## src/common/dmac_cfg_pkg.sv

```systemverilog
/*
  DMA controller configuration
  default channel and master interface counts, the read data width
  and the per-channel master select code
*/
`default_nettype none

package dmac_cfg_pkg;

  // ------------------------------
  // sizing defaults
  // ------------------------------

  // channels served by the steering block
  localparam int NUM_CH_DEF      = 4;
  // master interfaces actually fitted
  localparam int NUM_MASTERS_DEF = 2;
  // codes the select field can express
  localparam int MAX_MASTERS     = 4;
  // read data width, one width for every master
  localparam int DATA_W          = 32;

  // select field width follows the number of codes
  localparam int MS_W = $clog2(MAX_MASTERS);

  // ------------------------------
  // master select code
  // ------------------------------

  // ctlx.sms / ctlx.dms / llpx.lms encoding
  typedef enum logic [MS_W-1:0] {
    MS_M1 = 2'd0,
    MS_M2 = 2'd1,
    MS_M3 = 2'd2,
    MS_M4 = 2'd3
  } master_sel_e;

endpackage

`default_nettype wire
```

## src/common/dmac_bus_pkg.sv

```systemverilog
/*
  DMA controller bus types
  packed bundles for master interface status, the status seen by one
  channel state machine, per-master transfer strobes and read data
*/
`default_nettype none

package dmac_bus_pkg;

  import dmac_cfg_pkg::*;

  // AHB response, OKAY/ERROR/RETRY/SPLIT
  typedef logic [1:0] hresp_t;

  // ------------------------------
  // master interface side
  // ------------------------------

  // status returned by one master interface (mbiu)
  typedef struct packed {
    logic   hgrant;       // bus granted, always high on AHB-Lite
    hresp_t hresp;
    logic   hready;
    logic   dp_complete;  // last data phase of the request done
  } mi_status_t;

  // strobes from central transfer control, one set per master
  typedef struct packed {
    logic tfr_req_pre;            // request before hready gating
    logic push;                   // read data phase complete
    logic pop;                    // address phase of a write
    logic pop_data_vld;           // write data phase complete
    logic mask_ch_disable_hlock;
  } mi_xfer_t;

  // ------------------------------
  // channel side
  // ------------------------------

  // same fields, as delivered to a src or dst state machine
  typedef struct packed {
    logic   hgrant;
    hresp_t hresp;
    logic   hready;
    logic   dp_complete;
  } ch_status_t;

  // one read data word
  typedef logic [DATA_W-1:0] hrdata_t;

endpackage

`default_nettype wire

```

## src/design/dmac_mi_to_ch_mux.sv

```systemverilog
/*
  Master interface to channel mux
  top of the steering path between the AHB master interfaces and the
  channel state machines: grant alignment, status and read data
  steering, and transfer strobe gating
*/
`timescale 1ns/100ps
`default_nettype none

module dmac_mi_to_ch_mux
  import dmac_cfg_pkg::*;
  import dmac_bus_pkg::*;
#(
  parameter int NUM_CH      = NUM_CH_DEF,
  parameter int NUM_MASTERS = NUM_MASTERS_DEF
) (
  input  logic                                 hclk,
  input  logic                                 hresetn,
  // master interface side
  input  mi_status_t                           mi_status [NUM_MASTERS],
  input  mi_xfer_t                             xfer      [NUM_MASTERS],
  input  hrdata_t                              hrdata    [NUM_MASTERS],
  input  logic [NUM_MASTERS-1:0][2*NUM_CH-1:0] grant,
  // channel configuration
  input  master_sel_e                          ch_sms     [NUM_CH],
  input  master_sel_e                          ch_dms_lms [NUM_CH],
  input  logic [NUM_CH-1:0]                    src_tfr_on_dst_sm,
  // channel side
  output ch_status_t                           ch_status_src [NUM_CH],
  output ch_status_t                           ch_status_dst [NUM_CH],
  output hrdata_t                              hrdata_ch_ss  [NUM_CH],
  output hrdata_t                              hrdata_ll_ds  [NUM_CH],
  output logic [NUM_CH-1:0]                    pop_ch,
  output logic [NUM_CH-1:0]                    pop_data_vld_ch,
  output logic [NUM_CH-1:0]                    push_ch,
  output logic [NUM_CH-1:0]                    mask_ch_disable_hlock_ch,
  // aligned grants, also used by the channel to master mux
  output logic [NUM_MASTERS-1:0][2*NUM_CH-1:0] grant_align,
  output logic [NUM_MASTERS-1:0][2*NUM_CH-1:0] dp_grt_align
);

  // ------------------------------
  // grant alignment
  // ------------------------------

  grant_align_stage #(.NUM_CH(NUM_CH), .NUM_MASTERS(NUM_MASTERS)) u_grant_align_stage (
    .hclk         (hclk),
    .hresetn      (hresetn),
    .grant        (grant),
    .xfer         (xfer),
    .mi_status    (mi_status),
    .grant_align  (grant_align),
    .dp_grt_align (dp_grt_align)
  );

  // ------------------------------
  // steering
  // ------------------------------

  status_steer #(.NUM_CH(NUM_CH), .NUM_MASTERS(NUM_MASTERS)) u_status_steer (
    .mi_status     (mi_status),
    .ch_sms        (ch_sms),
    .ch_dms_lms    (ch_dms_lms),
    .ch_status_src (ch_status_src),
    .ch_status_dst (ch_status_dst)
  );

  rdata_steer #(.NUM_CH(NUM_CH), .NUM_MASTERS(NUM_MASTERS)) u_rdata_steer (
    .hrdata       (hrdata),
    .ch_sms       (ch_sms),
    .ch_dms_lms   (ch_dms_lms),
    .hrdata_ch_ss (hrdata_ch_ss),
    .hrdata_ll_ds (hrdata_ll_ds)
  );

  // ------------------------------
  // strobe gating
  // ------------------------------

  // gated by the registered grants, so nothing fires out of reset
  xfer_gate #(.NUM_CH(NUM_CH), .NUM_MASTERS(NUM_MASTERS)) u_xfer_gate (
    .xfer                     (xfer),
    .grant_align              (grant_align),
    .dp_grt_align             (dp_grt_align),
    .ch_sms                   (ch_sms),
    .ch_dms_lms               (ch_dms_lms),
    .src_tfr_on_dst_sm        (src_tfr_on_dst_sm),
    .pop_ch                   (pop_ch),
    .pop_data_vld_ch          (pop_data_vld_ch),
    .push_ch                  (push_ch),
    .mask_ch_disable_hlock_ch (mask_ch_disable_hlock_ch)
  );

endmodule

`default_nettype wire

```

## src/design/xfer_gate.sv

```systemverilog
/*
  Transfer strobe gating
  passes push, pop, pop data valid and the lock mask strobe of each
  master to a channel only while the aligned grant names that channel
*/
`timescale 1ns/100ps
`default_nettype none

module xfer_gate
  import dmac_cfg_pkg::*;
  import dmac_bus_pkg::*;
#(
  parameter int NUM_CH      = NUM_CH_DEF,
  parameter int NUM_MASTERS = NUM_MASTERS_DEF
) (
  input  mi_xfer_t                             xfer [NUM_MASTERS],
  input  logic [NUM_MASTERS-1:0][2*NUM_CH-1:0] grant_align,
  input  logic [NUM_MASTERS-1:0][2*NUM_CH-1:0] dp_grt_align,
  input  master_sel_e                          ch_sms     [NUM_CH],
  input  master_sel_e                          ch_dms_lms [NUM_CH],
  // dst fsm doing a read, lli fetch
  input  logic [NUM_CH-1:0]                    src_tfr_on_dst_sm,
  output logic [NUM_CH-1:0]                    pop_ch,
  output logic [NUM_CH-1:0]                    pop_data_vld_ch,
  output logic [NUM_CH-1:0]                    push_ch,
  output logic [NUM_CH-1:0]                    mask_ch_disable_hlock_ch
);

  // ------------------------------
  // gating
  // ------------------------------

  always_comb
  begin : gate_proc
    logic src_hit;
    logic dst_hit;
    int   src_bit;
    int   dst_bit;
    int   push_bit;
    for (int i = 0; i < NUM_CH; i++)
    begin
      pop_ch[i]                   = 1'b0;
      pop_data_vld_ch[i]          = 1'b0;
      push_ch[i]                  = 1'b0;
      mask_ch_disable_hlock_ch[i] = 1'b0;
      // even bit src fsm, odd bit dst fsm
      src_bit = 2 * i;
      dst_bit = 2 * i + 1;
      // pushing lli words happens while the dst fsm holds the grant
      push_bit = src_tfr_on_dst_sm[i] ? dst_bit : src_bit;
      for (int j = 0; j < NUM_MASTERS; j++)
      begin
        src_hit = (int'(ch_sms[i]) == j);
        dst_hit = (int'(ch_dms_lms[i]) == j);
        // pop on the address phase, writes only come from the dst fsm
        pop_ch[i] = pop_ch[i]
                  | (xfer[j].pop & dst_hit & grant_align[j][dst_bit]);
        // write data phase done
        pop_data_vld_ch[i] = pop_data_vld_ch[i]
                           | (xfer[j].pop_data_vld & dst_hit & dp_grt_align[j][dst_bit]);
        // read data arrives in the data phase
        push_ch[i] = push_ch[i]
                   | (xfer[j].push & src_hit & dp_grt_align[j][push_bit]);
        // an idle master cannot pulse the mask, so a stale grant is harmless
        mask_ch_disable_hlock_ch[i] = mask_ch_disable_hlock_ch[i]
                                    | (xfer[j].mask_ch_disable_hlock
                                       & (grant_align[j][src_bit] | grant_align[j][dst_bit]));
      end
    end
  end

endmodule

`default_nettype wire

```

## src/design/rdata_steer.sv

```systemverilog
/*
  Read data steering
  drives each channel's source data/status read bus and its
  linked-list/destination status read bus from the selected master
*/
`timescale 1ns/100ps
`default_nettype none

module rdata_steer
  import dmac_cfg_pkg::*;
  import dmac_bus_pkg::*;
#(
  parameter int NUM_CH      = NUM_CH_DEF,
  parameter int NUM_MASTERS = NUM_MASTERS_DEF
) (
  input  hrdata_t     hrdata       [NUM_MASTERS],
  input  master_sel_e ch_sms       [NUM_CH],
  input  master_sel_e ch_dms_lms   [NUM_CH],
  // dma read data and sstat, to channel fifo and sstat register
  output hrdata_t     hrdata_ch_ss [NUM_CH],
  // lli words for sar/dar/llp/ctl and dstat
  output hrdata_t     hrdata_ll_ds [NUM_CH]
);

  // ------------------------------
  // steering
  // ------------------------------

  // the two buses may sit on different AHB layers
  // so each channel picks its masters independently
  always_comb
  begin
    for (int i = 0; i < NUM_CH; i++)
    begin
      // unfitted master codes read back zero
      hrdata_ch_ss[i] = '0;
      hrdata_ll_ds[i] = '0;
      for (int j = 0; j < NUM_MASTERS; j++)
      begin
        if (int'(ch_sms[i]) == j)
          hrdata_ch_ss[i] = hrdata[j];
        if (int'(ch_dms_lms[i]) == j)
          hrdata_ll_ds[i] = hrdata[j];
      end
    end
  end

endmodule

`default_nettype wire

```

## src/design/status_steer.sv

```systemverilog
/*
  Status steering
  routes each master interface's grant, response, ready and data phase
  complete to the source and destination state machines of every
  channel, following the channel master selects
*/
`timescale 1ns/100ps
`default_nettype none

module status_steer
  import dmac_cfg_pkg::*;
  import dmac_bus_pkg::*;
#(
  parameter int NUM_CH      = NUM_CH_DEF,
  parameter int NUM_MASTERS = NUM_MASTERS_DEF
) (
  input  mi_status_t  mi_status     [NUM_MASTERS],
  // ch_sms straight from ctlx.sms
  input  master_sel_e ch_sms        [NUM_CH],
  // ch_dms_lms switches between ctlx.dms and llpx.lms in the dst fsm
  input  master_sel_e ch_dms_lms    [NUM_CH],
  output ch_status_t  ch_status_src [NUM_CH],
  output ch_status_t  ch_status_dst [NUM_CH]
);

  // ------------------------------
  // field mapping
  // ------------------------------

  // master side bundle to channel side bundle
  function automatic ch_status_t to_ch_status(input mi_status_t s);
    ch_status_t c;
    c.hgrant      = s.hgrant;
    c.hresp       = s.hresp;
    c.hready      = s.hready;
    c.dp_complete = s.dp_complete;
    return c;
  endfunction

  // ------------------------------
  // steering
  // ------------------------------

  // both buses default to zero
  // a select beyond the fitted masters never matches, so stays zero
  always_comb
  begin
    for (int i = 0; i < NUM_CH; i++)
    begin
      ch_status_src[i] = '0;
      ch_status_dst[i] = '0;
      for (int j = 0; j < NUM_MASTERS; j++)
      begin
        // src fsm follows its source master
        if (int'(ch_sms[i]) == j)
          ch_status_src[i] = to_ch_status(mi_status[j]);
        // dst fsm, also used for lli fetch and status write back
        if (int'(ch_dms_lms[i]) == j)
          ch_status_dst[i] = to_ch_status(mi_status[j]);
      end
    end
  end

endmodule

`default_nettype wire

```

## src/design/grant_align_stage.sv

```systemverilog
/*
  Grant alignment stage
  registers each master interface's arbiter grant twice: once aligned
  to the address phase and once to the data phase of the current
  transfer, both frozen while that master's hready is low
*/
`timescale 1ns/100ps
`default_nettype none

module grant_align_stage
  import dmac_cfg_pkg::*;
  import dmac_bus_pkg::*;
#(
  parameter int NUM_CH      = NUM_CH_DEF,
  parameter int NUM_MASTERS = NUM_MASTERS_DEF
) (
  input  logic                                    hclk,
  input  logic                                    hresetn,
  // arbiter grants, one bit per src/dst state machine
  input  logic [NUM_MASTERS-1:0][2*NUM_CH-1:0]    grant,
  input  mi_xfer_t                                xfer [NUM_MASTERS],
  input  mi_status_t                              mi_status [NUM_MASTERS],
  output logic [NUM_MASTERS-1:0][2*NUM_CH-1:0]    grant_align,
  output logic [NUM_MASTERS-1:0][2*NUM_CH-1:0]    dp_grt_align
);

  // state machines per master, src and dst of every channel
  localparam int NUM_PER = 2 * NUM_CH;

  // request gated with hready, one per master
  logic [NUM_MASTERS-1:0] tfr_req;

  // ------------------------------
  // gated transfer request
  // ------------------------------

  // gating done here to keep it off the transfer control path
  always_comb
  begin
    for (int m = 0; m < NUM_MASTERS; m++)
      tfr_req[m] = xfer[m].tfr_req_pre & mi_status[m].hready;
  end

  // ------------------------------
  // alignment registers
  // ------------------------------

  // arbiter output moves on the first address phase of the transfer
  // address phase copy loads on the gated request
  // data phase copy trails it by one completed beat
  always_ff @(posedge hclk or negedge hresetn)
  begin
    if (!hresetn)
    begin
      grant_align  <= '0;
      dp_grt_align <= '0;
    end
    else
    begin
      for (int m = 0; m < NUM_MASTERS; m++)
      begin
        if (tfr_req[m])
          grant_align[m] <= grant[m][NUM_PER-1:0];
        // wait states hold the data phase owner
        if (mi_status[m].hready)
          dp_grt_align[m] <= grant_align[m];
      end
    end
  end

endmodule

`default_nettype wire

```

## config.mk

```make
export PLATFORM = sky130hd
export DESIGN_NAME = dmac_mi_to_ch_mux
export DESIGN_NICKNAME = d
export VERILOG_FILES = /design/src/common/dmac_cfg_pkg.sv /design/src/common/dmac_bus_pkg.sv /design/src/design/dmac_mi_to_ch_mux.sv /design/src/design/xfer_gate.sv /design/src/design/rdata_steer.sv /design/src/design/status_steer.sv /design/src/design/grant_align_stage.sv
export SDC_FILE = /design/constraint.sdc
export NUM_CORES = 1
export LEC_CHECK = 0
export ABC_AREA = 1
export CAP_MARGIN = 20
export CORE_AREA = 5 5 177 179
export DETAILED_ROUTE_END_ITERATION = 10
export DIE_AREA = 0 0 182 184
export DONT_BUFFER_PORTS = 1
export PLACE_DENSITY = 0.46
export SYNTH_ARGS = -nofsm -noshare
export SYNTH_HDL_FRONTEND = slang
export SYNTH_HIERARCHICAL = 1
export SYNTH_SLANG_ARGS = --single-unit
export TNS_END_PERCENT = 1
```

## constraint.sdc

```tcl
create_clock -name hclk -period 0.9 [get_ports hclk]
set_input_delay 0.18 -clock hclk [delete_from_list [all_inputs] [get_ports hclk]]
set_output_delay 0.18 -clock hclk [all_outputs]
set_load 0.005 [all_outputs]
```

==> results.md <==
* Seq/Total Area, Yosys at 11.0%
* Die Wd at 182 µm
* Routed Antenna Nets at 0
* Lkg Pwr at 4.28 nW
* Yosys cell types at 18
* Die H at 184 µm
* Total power at 6.89 mW
* Share of Yosys cell area claimed by the top area cell type at 33.5%
* ANT cells at 0
* Most area-consuming cells after synthesis: nand2_1 (34%), nand3_1 (18%), dfrtp_1 (11%)
* Vias at 8,743
* CTS tree: done
* Most frequent cells in the layout: nand2_1 (566), nand3_1 (262), nand2_2 (131), nand3_2 (66), inv_1 (38)
* H-Tree Depth at 2
* Post-Syn Area at 7250 µm²
* Largest net degree at the start of global routing at 42
* Synth Net Count at 1,442
* Initial drt markers at 788
* Status: finished, violations left
* Initial core utilization at 24.7%
* Footprint of the multi-input gates at 5350 µm²
* Area grow syn2layout at 10.2%
* Maximum clock rate at 847 MHz
* First-pass GRT wire length at 56,700 µm
* Clock Latency Late Sink at 0.28 ns
* Grt total ovfl at 0
* Drt drc at 0
* Clock slew at reported path FFs at 0.05 ns
* # port buffers at 0
* Routed wire per std cell at 24.3 µm
* Initial antenna violation count at 0
* Total CTS buffers at 5
* I/O pins at 466
* Cell taking the most area after synthesis: nand2_1
* Layout cell share with drive strength beyond 1 at 25.0%
* Crit path launch: u_grant_align_stage/dp_grt_align[10]$_DFFE_PN0P_
* Clock sinks at 32
* Design Area, Final at 7990 µm²
* WHS at -0.409 ns
* Fin nets at 1,373
* Final Wtd Congestion at 0.915
* Slew Limit Fails at 0
* Period minus WS final at 1.18 ns
* Type of origin of the critical path: register
* WS Path Type: register to primary output
* CP Data Required Time at 0.72 ns
* Fin crit share at 131%
* Clock Path Buffers at 2
* Worst setup margin at -0.280 ns
* Arr. time, crit path at 1.00 ns
* Total Wirelength at 40,000 µm
* Pre-antenna DRT Iters at 5
* RSZ-0062 raised after global routing: true
* VDD IR max at 1610 µV
* Hold Fails Final Rpt at 32
* Synthesized flop and latch total at 32
* HP Class: input pin to asynchronous set/reset pin
* Maximum fanout along the worst path at 2
* Register area at 801 µm²
* Max_cap viols at 0
* Post-Syn Instances at 1,320
* Clock skew at 0.00539 ns
* Critical Path Sink Type: primary output
* Yosys warnings at 6
* Worst R2R Start: u_grant_align_stage/dp_grt_align[5]$_DFFE_PN0P_
* Number of global-route vias before repair at 8,190
* Dpl hpwl at 30,200 µm
* Violated checks: hold timing, setup timing
* Slew HR at 77.9%
* Final setup vio count at 82
* Least-Margin Pin Slew at 0.331 ns
* Placed cell area at 7450 µm²
* Place WS at -0.101 ns
* Routed vias/inst at 5.32
* Core ar. at 29,400 µm²
* Site Rows at 63
* Commonest non-fill, non-tap cell in the layout: nand2_1
* Pwr Density at 862 nW/µm²
* Syn Area/Cell at 5.50 µm²
* Die area at 33,500 µm²
* Clk root buf: clkbuf_16
* Fillers at 3,328
* GR Util All Layers at 22.1%
## final cells by class
cell class,instances,share of cell area [%]
Timing Repair Buffer,84,12.9
Sequential cell,32,10.0
Multi-Input combinational cell,1082,67.0
Clock buffer,8,1.83
Inverter,46,2.22
Tap cell,390,6.11
## power breakdown
group	leakage, nW	switching (mW)	internal, mW	total, mW
sequential	0.400	0.188	1.63	1.82
clock	0.0712	0.594	1.10	1.69
combinational	3.81	1.99	1.39	3.38
## timing repair
action                                  CTS  global route
resized for setup                        52            75
hold buffers                              1             1
buffers inserted                          1             5
pin swaps                                14            16
endpoints found under the setup margin  111           186
endpoints found under the hold margin    33            33
## synthesized netlist by cell type
cell        n
buf_1      20
buf_12      3
buf_2      59
buf_4      23
buf_6      46
clkbuf_1    4
clkbuf_2    5
dfrtp_1    32
inv_1      38
inv_2       8
nand2_1   648
nand2_2    50
nand3_1   264
nand3_2    64
nor2_1     16
nor2_4     10
nor2_8      6
o21ai_0    24
## cell families (layout without fill, tap and decap cells)
group	Yosys count	count (layout)	share of synthesized area [%]
simple gates	1058	1058	68.9
buf+inv	206	138	18.4
flops	32	32	11.0
compound gates	24	24	1.66
## registers in the layout (all words and copies together), names as in the netlist
| signal | count |
|---|---|
| u_grant_align_stage/grant_align | 16 |
| u_grant_align_stage/dp_grt_align | 16 |
## metrics by stage
stage | utilization (%) | cells | TNS (ns)
2_1_floorplan | - | 1320 | 0
3_3_place_gp | 25.3 | 1627 | -1.72
3_5_place_dp | 25.3 | 1627 | -1.44
4_1_cts | 26.4 | 1636 | -8.01
5_1_grt | 27.2 | 1642 | -11.07
6_report | 27.2 | 1642 | -7.93
## worst paths after layout
| kind | cells past startpoint | slack, ns | end |
|---|---|---|---|
| worst max-delay path | 4 | -0.28 | push_ch[1] |
| worst min-delay path | 0 | -0.41 | u_grant_align_stage/dp_grt_align[3]$_DFFE_PN0P_ |
| worst max register to register | 4 | -0.01 | u_grant_align_stage/dp_grt_align[5]$_DFFE_PN0P_ |
| worst min register to register | 3 | 0.59 | u_grant_align_stage/grant_align[14]$_DFFE_PN0P_ |
| max in group asynchronous | 0 | 1.22 | u_grant_align_stage/grant_align[11]$_DFFE_PN0P_ |
| min in group hclk | 1 | 0.01 | u_grant_align_stage/dp_grt_align[14]$_DFFE_PN0P_ |
## critical path: stages, from the launching register on
cell	delay, ns
dfrtp_1	0.42
nand2_1	0.08
nand2_1	0.08
nand2_1	0.06
nand2_2	0.08
## metal layers
layer,global-route usage (%),up-vias,routed length [µm]
met5,0,-,0
met4,5.16,0,741
met3,6.00,67,4210
met2,39.9,595,20100
met1,26.1,4090,14900
li1,-,3991,-
(Power assumes the default switching activity.)
